File: src/source/replica_pkg.sv
package replica_pkg;

    // ****************************************
    // Tour packing
    // ****************************************

    localparam int city_bits       = 7;                          // Up to 128 cities.
    localparam int cities_per_word = 8;
    localparam int offset_bits     = $clog2(cities_per_word);    // Slot within a word.

    typedef logic [city_bits-1:0] city_t;

    // Tour position of the move points K and L.
    typedef logic [city_bits-1:0] pos_t;

    // Element i holds tour position 8*word+i.
    typedef city_t [cities_per_word-1:0] route_word_t;

    // ****************************************
    // Pass commands
    // ****************************************

    typedef enum logic [1:0] {
        NOP = 2'd0,
        THR = 2'd1,    // Tour passes through unchanged.
        OR0 = 2'd2     // Or-opt move of the city at K to L.
    } command_t;

endpackage

File: src/source/move_dispatch.sv
`timescale 1ns/1ns

module move_dispatch #(
    parameter  int NUM_REPLICAS = 4,
    localparam int RW           = (NUM_REPLICAS > 1) ? $clog2(NUM_REPLICAS) : 1
) (
    input  logic                  clk,
    input  logic                  reset,
    input  logic                  move_i,
    input  logic [RW-1:0]         move_replica_i,
    input  replica_pkg::command_t move_command_i,
    input  replica_pkg::pos_t     move_k_i,
    input  replica_pkg::pos_t     move_l_i,
    input  logic [NUM_REPLICAS-1:0] lane_busy_i,
    output replica_pkg::command_t lane_command_o [NUM_REPLICAS],
    output replica_pkg::command_t opt_command_o  [NUM_REPLICAS],
    output replica_pkg::pos_t     opt_k_o        [NUM_REPLICAS],
    output replica_pkg::pos_t     opt_l_o        [NUM_REPLICAS]
);

    logic [NUM_REPLICAS-1:0] accept;

    // A move is taken only by an idle lane and only with a real command.
    always_comb begin
        for (int g = 0; g < NUM_REPLICAS; g++) begin
            accept[g] = move_i
                     && (move_replica_i == RW'(g))
                     && !lane_busy_i[g]
                     && (move_command_i != replica_pkg::NOP);
        end
    end

    // ****************************************
    // Command pulse and held options
    // ****************************************

    always_ff @(posedge clk) begin
        for (int g = 0; g < NUM_REPLICAS; g++) begin
            if (reset) begin
                lane_command_o[g] <= replica_pkg::NOP;
                opt_command_o[g]  <= replica_pkg::NOP;
            end else begin
                lane_command_o[g] <= accept[g] ? move_command_i : replica_pkg::NOP;  // One cycle.
                if (accept[g]) begin
                    opt_command_o[g] <= move_command_i;
                end
            end
        end
    end

    // K and L stay put until the next move to the same lane.
    always_ff @(posedge clk) begin
        for (int g = 0; g < NUM_REPLICAS; g++) begin
            if (accept[g]) begin
                opt_k_o[g] <= move_k_i;
                opt_l_o[g] <= move_l_i;
            end
        end
    end

endmodule

File: src/source/route_store.sv
`timescale 1ns/1ns

module route_store #(
    parameter  int CITY_NUM = 64,
    localparam int WORDS    = CITY_NUM / replica_pkg::cities_per_word,
    localparam int AW       = (WORDS > 1) ? $clog2(WORDS) : 1
) (
    input  logic                     clk,
    input  logic                     reset,
    input  logic [AW-1:0]            rd_addr_i,
    output replica_pkg::route_word_t rd_data_o,
    input  logic                     wr_i,
    input  logic [AW-1:0]            wr_addr_i,
    input  replica_pkg::route_word_t wr_data_i,
    input  logic [AW-1:0]            host_rd_addr_i,
    output replica_pkg::route_word_t host_rd_data_o
);

    replica_pkg::route_word_t mem [WORDS];

    // ****************************************
    // Write port
    // ****************************************

    always_ff @(posedge clk) begin
        if (wr_i && !reset) begin
            mem[wr_addr_i] <= wr_data_i;    // Pass results or host loads.
        end
    end

    // ****************************************
    // Registered read ports
    // ****************************************

    // Pass read lags the address by one cycle.
    always_ff @(posedge clk) begin
        rd_data_o <= mem[rd_addr_i];
    end

    always_ff @(posedge clk) begin
        host_rd_data_o <= mem[host_rd_addr_i];    // Host readback.
    end

endmodule

File: src/source/opt_route.sv
`timescale 1ns/1ns

module opt_route #(
    parameter  int CITY_NUM = 64,
    localparam int WORDS    = CITY_NUM / replica_pkg::cities_per_word,
    localparam int AW       = (WORDS > 1) ? $clog2(WORDS) : 1
) (
    input  logic                     clk,
    input  logic                     reset,
    input  replica_pkg::command_t    command_i,
    input  logic                     command_nop_d_i,
    input  replica_pkg::command_t    opt_command_i,
    input  replica_pkg::pos_t        opt_k_i,
    input  replica_pkg::pos_t        opt_l_i,
    output logic [AW-1:0]            rcount_o,
    input  replica_pkg::route_word_t out_data_i,
    output logic                     out_valid_o,
    output replica_pkg::route_word_t out_data_o
);

    localparam int CPW = replica_pkg::cities_per_word;
    localparam int OW  = replica_pkg::offset_bits;

    logic [AW-1:0]            dcount;
    logic [AW-1:0]            rcount_next;
    logic                     active;
    logic                     is_or0;
    logic                     at_k_word;
    replica_pkg::pos_t        d_word;
    replica_pkg::pos_t        k_word;
    replica_pkg::pos_t        l_word;
    logic [OW-1:0]            k_off;
    logic [OW-1:0]            l_off;
    logic [OW-1:0]            sel [CPW];
    logic [CPW-1:0]           hold;
    logic [CPW-1:0]           ins;
    replica_pkg::city_t       moved;
    replica_pkg::city_t       cap;
    replica_pkg::route_word_t cur;
    replica_pkg::route_word_t pend;
    logic [CPW-1:0]           pend_hold;
    logic                     pend_full;

    assign d_word    = replica_pkg::pos_t'(dcount);
    assign k_word    = opt_k_i >> OW;
    assign l_word    = opt_l_i >> OW;
    assign k_off     = opt_k_i[OW-1:0];
    assign l_off     = opt_l_i[OW-1:0];
    assign is_or0    = (opt_command_i == replica_pkg::OR0);
    assign at_k_word = is_or0 && (d_word == k_word);
    assign active    = !command_nop_d_i || (dcount != '0);    // Word dcount is on out_data_i.

    // ****************************************
    // Source select and hold mask
    // ****************************************

    always_comb begin
        logic after_k;
        logic before_l;
        for (int j = 0; j < CPW; j++) begin
            after_k  = (d_word > k_word) || ((d_word == k_word) && (j >= k_off));
            before_l = (d_word < l_word) || ((d_word == l_word) && (j < l_off));
            sel[j]   = OW'(j);
            hold[j]  = 1'b0;
            ins[j]   = 1'b0;
            if (is_or0 && after_k && before_l) begin    // Position takes its right neighbour.
                if (j < CPW - 1) begin
                    sel[j] = OW'(j + 1);
                end else begin
                    hold[j] = 1'b1;    // Neighbour is slot 0 of the next word.
                end
            end
            if (is_or0 && (d_word == l_word) && (j == l_off)) begin
                ins[j] = 1'b1;
            end
        end
    end

    // The moved city comes straight from the input when K and L share the word.
    assign moved = at_k_word ? out_data_i[k_off] : cap;

    always_comb begin
        for (int j = 0; j < CPW; j++) begin
            cur[j] = ins[j] ? moved : out_data_i[sel[j]];
        end
    end

    // ****************************************
    // Output stage
    // ****************************************

    always_ff @(posedge clk) begin
        if (active && at_k_word) begin
            cap <= out_data_i[k_off];
        end
        if (active) begin
            pend      <= cur;
            pend_hold <= hold;
        end
        if (pend_full) begin
            for (int j = 0; j < CPW; j++) begin
                out_data_o[j] <= pend_hold[j] ? out_data_i[0] : pend[j];
            end
        end else begin
            out_data_o <= cur;
        end
    end

    // From the word at K/8 on, every word leaves one cycle late.
    always_ff @(posedge clk) begin
        if (reset) begin
            pend_full   <= 1'b0;
            out_valid_o <= 1'b0;
        end else if (active) begin
            out_valid_o <= pend_full || !at_k_word;
            pend_full   <= pend_full || at_k_word;
        end else begin
            out_valid_o <= pend_full;    // Flush of the last word.
            pend_full   <= 1'b0;
        end
    end

    // ****************************************
    // Word counters
    // ****************************************

    assign rcount_next = (rcount_o == AW'(WORDS - 1)) ? '0 : rcount_o + 1'b1;

    always_ff @(posedge clk) begin
        if (reset) begin
            rcount_o <= '0;
            dcount   <= '0;
        end else begin
            if ((command_i != replica_pkg::NOP) || (rcount_o != '0)) begin
                rcount_o <= rcount_next;
            end
            dcount <= rcount_o;
        end
    end

endmodule

File: src/source/route_lane.sv
`timescale 1ns/1ns

module route_lane #(
    parameter  int CITY_NUM = 64,
    localparam int WORDS    = CITY_NUM / replica_pkg::cities_per_word,
    localparam int AW       = (WORDS > 1) ? $clog2(WORDS) : 1
) (
    input  logic                     clk,
    input  logic                     reset,
    input  replica_pkg::command_t    lane_command_i,
    input  replica_pkg::command_t    opt_command_i,
    input  replica_pkg::pos_t        opt_k_i,
    input  replica_pkg::pos_t        opt_l_i,
    input  logic                     load_i,
    input  logic [AW-1:0]            load_addr_i,
    input  replica_pkg::route_word_t load_data_i,
    input  logic [AW-1:0]            host_rd_addr_i,
    output logic                     busy_o,
    output logic                     done_o,
    output replica_pkg::route_word_t host_rd_data_o
);

    logic [AW-1:0]            rcount;
    logic [AW-1:0]            wptr;
    logic [AW-1:0]            wr_addr;
    logic                     command_nop_d;
    logic                     out_valid;
    logic                     last_wr;
    logic                     busy_r;
    logic                     wr;
    replica_pkg::route_word_t rd_data;
    replica_pkg::route_word_t out_data;
    replica_pkg::route_word_t wr_data;

    route_store #(
        .CITY_NUM (CITY_NUM)
    ) u_store (
        .clk            (clk),
        .reset          (reset),
        .rd_addr_i      (rcount),
        .rd_data_o      (rd_data),
        .wr_i           (wr),
        .wr_addr_i      (wr_addr),
        .wr_data_i      (wr_data),
        .host_rd_addr_i (host_rd_addr_i),
        .host_rd_data_o (host_rd_data_o)
    );

    opt_route #(
        .CITY_NUM (CITY_NUM)
    ) u_opt (
        .clk             (clk),
        .reset           (reset),
        .command_i       (lane_command_i),
        .command_nop_d_i (command_nop_d),
        .opt_command_i   (opt_command_i),
        .opt_k_i         (opt_k_i),
        .opt_l_i         (opt_l_i),
        .rcount_o        (rcount),
        .out_data_i      (rd_data),
        .out_valid_o     (out_valid),
        .out_data_o      (out_data)
    );

    // Host loads share the write port; they only come while the lane is idle.
    assign wr      = load_i || out_valid;
    assign wr_addr = load_i ? load_addr_i : wptr;
    assign wr_data = load_i ? load_data_i : out_data;

    assign last_wr = out_valid && (wptr == AW'(WORDS - 1));
    assign busy_o  = busy_r || (lane_command_i != replica_pkg::NOP);

    // ****************************************
    // Pass sequencing
    // ****************************************

    always_ff @(posedge clk) begin
        if (reset) begin
            command_nop_d <= 1'b1;
            wptr          <= '0;
            busy_r        <= 1'b0;
            done_o        <= 1'b0;
        end else begin
            command_nop_d <= (lane_command_i == replica_pkg::NOP);
            if (out_valid) begin
                wptr <= last_wr ? '0 : wptr + 1'b1;    // Wrap ends the pass.
            end
            if (lane_command_i != replica_pkg::NOP) begin
                busy_r <= 1'b1;
            end else if (last_wr) begin
                busy_r <= 1'b0;
            end
            done_o <= last_wr;
        end
    end

endmodule

File: src/source/route_readback.sv
`timescale 1ns/1ns

module route_readback #(
    parameter  int NUM_REPLICAS = 4,
    localparam int RW           = (NUM_REPLICAS > 1) ? $clog2(NUM_REPLICAS) : 1
) (
    input  logic                     clk,
    input  logic                     reset,
    input  logic                     rd_i,
    input  logic [RW-1:0]            rd_replica_i,
    input  replica_pkg::route_word_t lane_rd_data_i [NUM_REPLICAS],
    output logic                     rd_valid_o,
    output replica_pkg::route_word_t rd_data_o
);

    logic          rd_d;
    logic [RW-1:0] replica_d;

    // First cycle covers the memory read in the lanes.
    always_ff @(posedge clk) begin
        if (reset) begin
            rd_d       <= 1'b0;
            rd_valid_o <= 1'b0;
        end else begin
            rd_d       <= rd_i;
            rd_valid_o <= rd_d;
        end
    end

    always_ff @(posedge clk) begin
        if (rd_i) begin
            replica_d <= rd_replica_i;
        end
        if (rd_d) begin
            for (int g = 0; g < NUM_REPLICAS; g++) begin
                if (replica_d == RW'(g)) begin
                    rd_data_o <= lane_rd_data_i[g];
                end
            end
        end
    end

endmodule

File: src/source/route_anneal_top.sv
`timescale 1ns/1ns

module route_anneal_top #(
    parameter  int NUM_REPLICAS = 4,
    parameter  int CITY_NUM     = 64,
    localparam int WORDS        = CITY_NUM / replica_pkg::cities_per_word,
    localparam int AW           = (WORDS > 1) ? $clog2(WORDS) : 1,
    localparam int RW           = (NUM_REPLICAS > 1) ? $clog2(NUM_REPLICAS) : 1
) (
    input  logic                     clk,
    input  logic                     reset,
    input  logic                     move_i,
    input  logic [RW-1:0]            move_replica_i,
    input  replica_pkg::command_t    move_command_i,
    input  replica_pkg::pos_t        move_k_i,
    input  replica_pkg::pos_t        move_l_i,
    input  logic                     load_i,
    input  logic [RW-1:0]            load_replica_i,
    input  logic [AW-1:0]            load_addr_i,
    input  replica_pkg::route_word_t load_data_i,
    input  logic                     rd_i,
    input  logic [RW-1:0]            rd_replica_i,
    input  logic [AW-1:0]            rd_addr_i,
    output logic [NUM_REPLICAS-1:0]  busy_o,
    output logic [NUM_REPLICAS-1:0]  done_o,
    output logic                     rd_valid_o,
    output replica_pkg::route_word_t rd_data_o
);

    replica_pkg::command_t    lane_command [NUM_REPLICAS];
    replica_pkg::command_t    opt_command  [NUM_REPLICAS];
    replica_pkg::pos_t        opt_k        [NUM_REPLICAS];
    replica_pkg::pos_t        opt_l        [NUM_REPLICAS];
    replica_pkg::route_word_t lane_rd_data [NUM_REPLICAS];
    logic [NUM_REPLICAS-1:0]  lane_load;

    move_dispatch #(
        .NUM_REPLICAS (NUM_REPLICAS)
    ) u_dispatch (
        .clk            (clk),
        .reset          (reset),
        .move_i         (move_i),
        .move_replica_i (move_replica_i),
        .move_command_i (move_command_i),
        .move_k_i       (move_k_i),
        .move_l_i       (move_l_i),
        .lane_busy_i    (busy_o),
        .lane_command_o (lane_command),
        .opt_command_o  (opt_command),
        .opt_k_o        (opt_k),
        .opt_l_o        (opt_l)
    );

    // ****************************************
    // Replica lanes
    // ****************************************

    for (genvar g = 0; g < NUM_REPLICAS; g++) begin : g_lane
        // Loads are dropped while any lane runs a pass.
        assign lane_load[g] = load_i && (load_replica_i == RW'(g)) && (busy_o == '0);

        route_lane #(
            .CITY_NUM (CITY_NUM)
        ) u_lane (
            .clk            (clk),
            .reset          (reset),
            .lane_command_i (lane_command[g]),
            .opt_command_i  (opt_command[g]),
            .opt_k_i        (opt_k[g]),
            .opt_l_i        (opt_l[g]),
            .load_i         (lane_load[g]),
            .load_addr_i    (load_addr_i),
            .load_data_i    (load_data_i),
            .host_rd_addr_i (rd_addr_i),
            .busy_o         (busy_o[g]),
            .done_o         (done_o[g]),
            .host_rd_data_o (lane_rd_data[g])
        );
    end

    route_readback #(
        .NUM_REPLICAS (NUM_REPLICAS)
    ) u_readback (
        .clk            (clk),
        .reset          (reset),
        .rd_i           (rd_i),
        .rd_replica_i   (rd_replica_i),
        .lane_rd_data_i (lane_rd_data),
        .rd_valid_o     (rd_valid_o),
        .rd_data_o      (rd_data_o)
    );

endmodule

File: config.mk
export PLATFORM = sky130hd
export DESIGN_NAME = route_anneal_top
export DESIGN_NICKNAME = d
export VERILOG_FILES = /design/src/source/replica_pkg.sv /design/src/source/move_dispatch.sv /design/src/source/route_store.sv /design/src/source/opt_route.sv /design/src/source/route_lane.sv /design/src/source/route_readback.sv /design/src/source/route_anneal_top.sv
export SDC_FILE = /design/constraint.sdc
export NUM_CORES = 2
export LEC_CHECK = 0
export BUFFER_PORTS_ARGS = -buffer_cell sky130_fd_sc_hd__buf_2
export CAP_MARGIN = 10
export CORE_AREA = 3 3 412 617
export CTS_BUF_LIST = sky130_fd_sc_hd__clkbuf_4 sky130_fd_sc_hd__clkbuf_8 sky130_fd_sc_hd__clkbuf_16
export DETAILED_ROUTE_END_ITERATION = 6
export DIE_AREA = 0 0 415 620
export GPL_TIMING_DRIVEN = 0
export PLACE_DENSITY_LB_ADDON = 0.1
export SETUP_SLACK_MARGIN = 0.4
export SYNTH_ARGS = -nofsm -noshare
export SYNTH_HDL_FRONTEND = slang
export SYNTH_SLANG_ARGS = --single-unit
export TNS_END_PERCENT = 30
File: constraint.sdc
create_clock -name clk -period 7.39 [get_ports clk]
set_input_delay 0.739 -clock clk [delete_from_list [all_inputs] [get_ports clk]]
set_output_delay 0.739 -clock clk [all_outputs]
set_load 0.02 [all_outputs]
==> flow_summary_export.csv <==
group,metric,value,unit
detailed_routing,vias_per_cell,6.57,
detailed_routing,postRouteAntennaNets,0,
yosys,synth-seq-area-share,64.2,%
global_routing,grt_pass1_vias,75262,
clock_network,number_of_hold_repair_buffers_added_at_the_cts_stage,0,
global_routing,grt_first_pass_wirelength,619000,um
setup_path,worstSetupEndpointType,"flop",
layout,finish.net_count,8102,
die,placementRows,224,
clock_network,cts.htree.levels,5,
sta,final_min_period_over_clock_period,66.0,%
clock_network,cts.path.max_buffers,4,
yosys,syn-num-nets,7554,
yosys,post-synth-top-area-fraction,52.2,%
pwr,netSwitchingPower,12.6,mW
layout,finish.utilization,57.0,%
setup_path,path_max_fanout,20,
detailed_routing,routedWlPerCell,39.4,um
global_routing,antenna_violations_before_repair,121,
pwr,clock_power_share,33.7,%
global_routing,globalRouteOverflowTotal,0,
detailed_routing,drt_wl_total,459000,um
setup_path,critical_path.startpoint,"u_dispatch.lane_command_o[5]",
setup_path,setup.worst_path.start_class,"flop",
yosys,post_synth_main_area_contributors,"sky130_fd_sc_hd__edfxtp_1 52%, sky130_fd_sc_hd__mux4_2 17%, sky130_fd_sc_hd__dfxtp_1 12%",
pwr,comb_power_share,18.7,%
place,place_inst,10958,
yosys,syn_area_per_cell,16.8,um^2
yosys,leading_post_synthesis_cells_by_instance_count,"2162 x sky130_fd_sc_hd__edfxtp_1, 961 x sky130_fd_sc_hd__mux4_2, 814 x sky130_fd_sc_hd__nand2_1",
clock_network,postCtsSetupRepairBufs,0,
die,core_area,0.249,mm^2
sta,setup_viol_count_final,0,
setup_path,worst-setup-path-type,"flop to flop",
sta,number_of_pins_exceeding_their_max_slew_limit_in_the_final_report,0,
yosys,post_synth_instance_area,0.124,mm^2
clock_network,tritoncts_num_sinks,2908,
sta,timing_hold_violations_final,0,
clock_network,tritoncts_clock_tree,"done",
pwr,finalPower,44.7,mW
die,dieHeight,620,um
die,io_count,154,
sta,finalSetupTns,0,ps
layout,layout.filler_cells,19417,
setup_path,reg2reg_to,"g_lane[1].u_lane.u_store.mem[4][24]",
setup_path,rrSetupSlack,2510,ps
yosys,synth.ff_latch_count,2908,
yosys,number_of_cells_produced_by_synthesis,7421,
yosys,synth-async-reset-ratio,0,%
layout,post_route_cells_drive_above_1_share,29.8,%
hold_path,hold_path.class,"primary input to flop",
yosys,synth_largest_area_cell,"sky130_fd_sc_hd__edfxtp_1",
yosys,synth.yosys.warnings,0,
sta,timing.fmax,0.205,GHz
sta,period_minus_slack,4880,ps
sta,max_transition_margin,4.76,%
pwr,p_seq_share,47.6,%
clock_network,cts.repair.resized,0,
pwr,ir_drop_worst_case_vdd,211,uV
place,hpwlAfterDp,332000,um
yosys,synthMostInstantiatedCell,"sky130_fd_sc_hd__edfxtp_1",
die,start_util,50.0,%
yosys,synth_top_flop_cell,"sky130_fd_sc_hd__edfxtp_1",
setup_path,worstSetupEndpoint,"g_lane[1].u_lane.u_store.mem[4][24]",
sta,skew,39.8,ps
pwr,switch_share,28.1,%
detailed_routing,detailedRoute.firstIterationViolations,11365,
clock_network,cts_inserted_buffers,284,
setup_path,timing.critical_path.required,7930,ps
layout,area_added_between_synthesis_and_finish,14.2,%
place,io_buffers,150,
setup_path,worst_r2r_path_depth,8,
clock_network,insertion_delay,870,ps
clock_network,path_clk_slew,70,ps
pwr,p_int,32.2,mW
detailed_routing,drt_pass1_iterations,7,
setup_path,crit-reg2reg-launch,"u_dispatch.lane_command_o[5]",
global_routing,maximum_number_of_pins_on_one_net_before_global_route_repair,43,
clock_network,root_buffer,"sky130_fd_sc_hd__clkbuf_16",
global_routing,grt_usage,35.3,%
die,dieWidth,415,um
setup_path,arrival,5430,ps
layout,layout.cells.non_filler,11653,
sta,timing_worst_slew_pin_value,1430,ps
die,die_outline_area,0.257,mm^2
flow_run,max_cap_viol_count,0,
yosys,synth_edf_count,2162,
pwr,power_leakage,47.9,nW
detailed_routing,vias,76534,
pwr,power.density,315,mW/mm^2
yosys,yosysUniqueCellTypes,81,
outcome,run_status,"finished, final reports clean",
sta,rsz0062_at_grt,"false",
detailed_routing,detailed_route_drc_error_count,0,
place,gp_congestion,0.986,
==> how the worst min path moves through the flow <==
stage	startpoint	end	slack, ps	depth (start not counted)
after floorplan	g_lane[2].u_lane.u_opt.pend[21]	g_lane[2].u_lane.u_opt.out_data_o[21]	420	2
after global placement	g_lane[2].u_lane.u_opt.pend[25]	g_lane[2].u_lane.u_opt.out_data_o[25]	440	2
after detailed placement	g_lane[2].u_lane.u_opt.pend[23]	g_lane[2].u_lane.u_opt.out_data_o[23]	450	2
after CTS	rd_replica_i[1]	u_readback.replica_d[1]	10	1
after global routing	rd_replica_i[1]	u_readback.replica_d[1]	50	1
final	rd_replica_i[1]	u_readback.replica_d[1]	50	1
==> sequential cells by signal, indices dropped and copies added (netlist names), 8 cells and up <==
| register | count |
|---|---|
| g_lane.u_lane.u_store.mem | 1792 |
| g_lane.u_lane.u_opt.out_data_o | 224 |
| g_lane.u_lane.u_opt.pend | 224 |
| g_lane.u_lane.u_store.host_rd_data_o | 224 |
| g_lane.u_lane.u_store.rd_data_o | 224 |
| u_readback.rd_data_o | 56 |
| g_lane.u_lane.u_opt.cap | 28 |
| u_dispatch.opt_k_o | 28 |
| u_dispatch.opt_l_o | 28 |
| g_lane.u_lane.u_opt.dcount | 12 |
| g_lane.u_lane.u_opt.rcount_o | 12 |
| g_lane.u_lane.wptr | 12 |
| u_dispatch.lane_command_o | 8 |
| u_dispatch.opt_command_o | 8 |
==> per-stage QoR <==
stage,hold WS [ps],area (um^2),setup WS [ps]
finish,52.7,142000,2510
global route,47.1,142000,2500
CTS,13.8,141000,2710
detailed placement,446,132000,2610
global placement,444,129000,-6450
floorplan,421,124000,1150
==> layout make-up <==
cell class	count	area (um^2)	area share [%]
antenna	182	455	0.321
buffer	452	1920	1.35
clock buffer	396	8440	5.95
clock inverter	115	1130	0.800
inverter	121	454	0.320
multi-input combinational	3940	42500	29.9
sequential	2908	79900	56.3
tap	3277	4100	2.89
timing repair buffer	262	3090	2.18
==> worst max-delay path: stages (launching register included) <==
cell	delay [ps]
sky130_fd_sc_hd__dfxtp_1	380
sky130_fd_sc_hd__nor3_2	610
sky130_fd_sc_hd__buf_6	230
sky130_fd_sc_hd__nand4_1	380
sky130_fd_sc_hd__nor2_1	290
sky130_fd_sc_hd__nand2_1	730
sky130_fd_sc_hd__clkbuf_1	640
sky130_fd_sc_hd__o21ai_4	970
sky130_fd_sc_hd__buf_12	290
==> placed cells by master (no fill, tap or decap), drive strengths merged, types with 13 or more instances in the layout <==
cell and count:
nand2b 29, a222oi 49, nor2b 25, bufinv 20, o21a 26, clkinv 80
and2 15, or3 28, o22ai 47, a211oi 21, mux4 961, nand2 814
mux2 546, a221oi 58, clkbuf 665, buf 445, nor3 26, a21boi 13
o21ai 91, ha 44, a21o 13, a22o 13, a21oi 262, nand3 20
mux2i 324, edfxtp 2162, dfxtp 746, nor2 376, inv 126, diode 182
==> routing by layer <==
metal,share of wire [%],vias up,global-route usage (%)
met5,0.11,-,0
met4,7.9,72,26.8
li1,-,30687,-
met3,11,1110,10.0
met1,34,39843,42.5
met2,47,4822,54.2
==> power groups by stage <==
stage | Clock (mW) | Sequential [mW] | Combinational [mW]
detailed placement | 0 | 21.6 | 8.28
floorplan | 0 | 20.9 | 5.36
CTS | 15.2 | 21.3 | 8.32
global route | 15.8 | 21.3 | 8.86
global placement | 0 | 21.6 | 8.00
finish | 15.1 | 21.3 | 8.36
==> cell families after synthesis <==
family                     share of synthesized area (%)
DFF                                                 64.2
and+or+nand+nor                                     4.82
muxes                                               25.0
adders and majority gates                          0.443
buffers and inverters                               1.89
AOI/OAI and AO/OA                                   3.63
(Power assumes the default switching activity.)
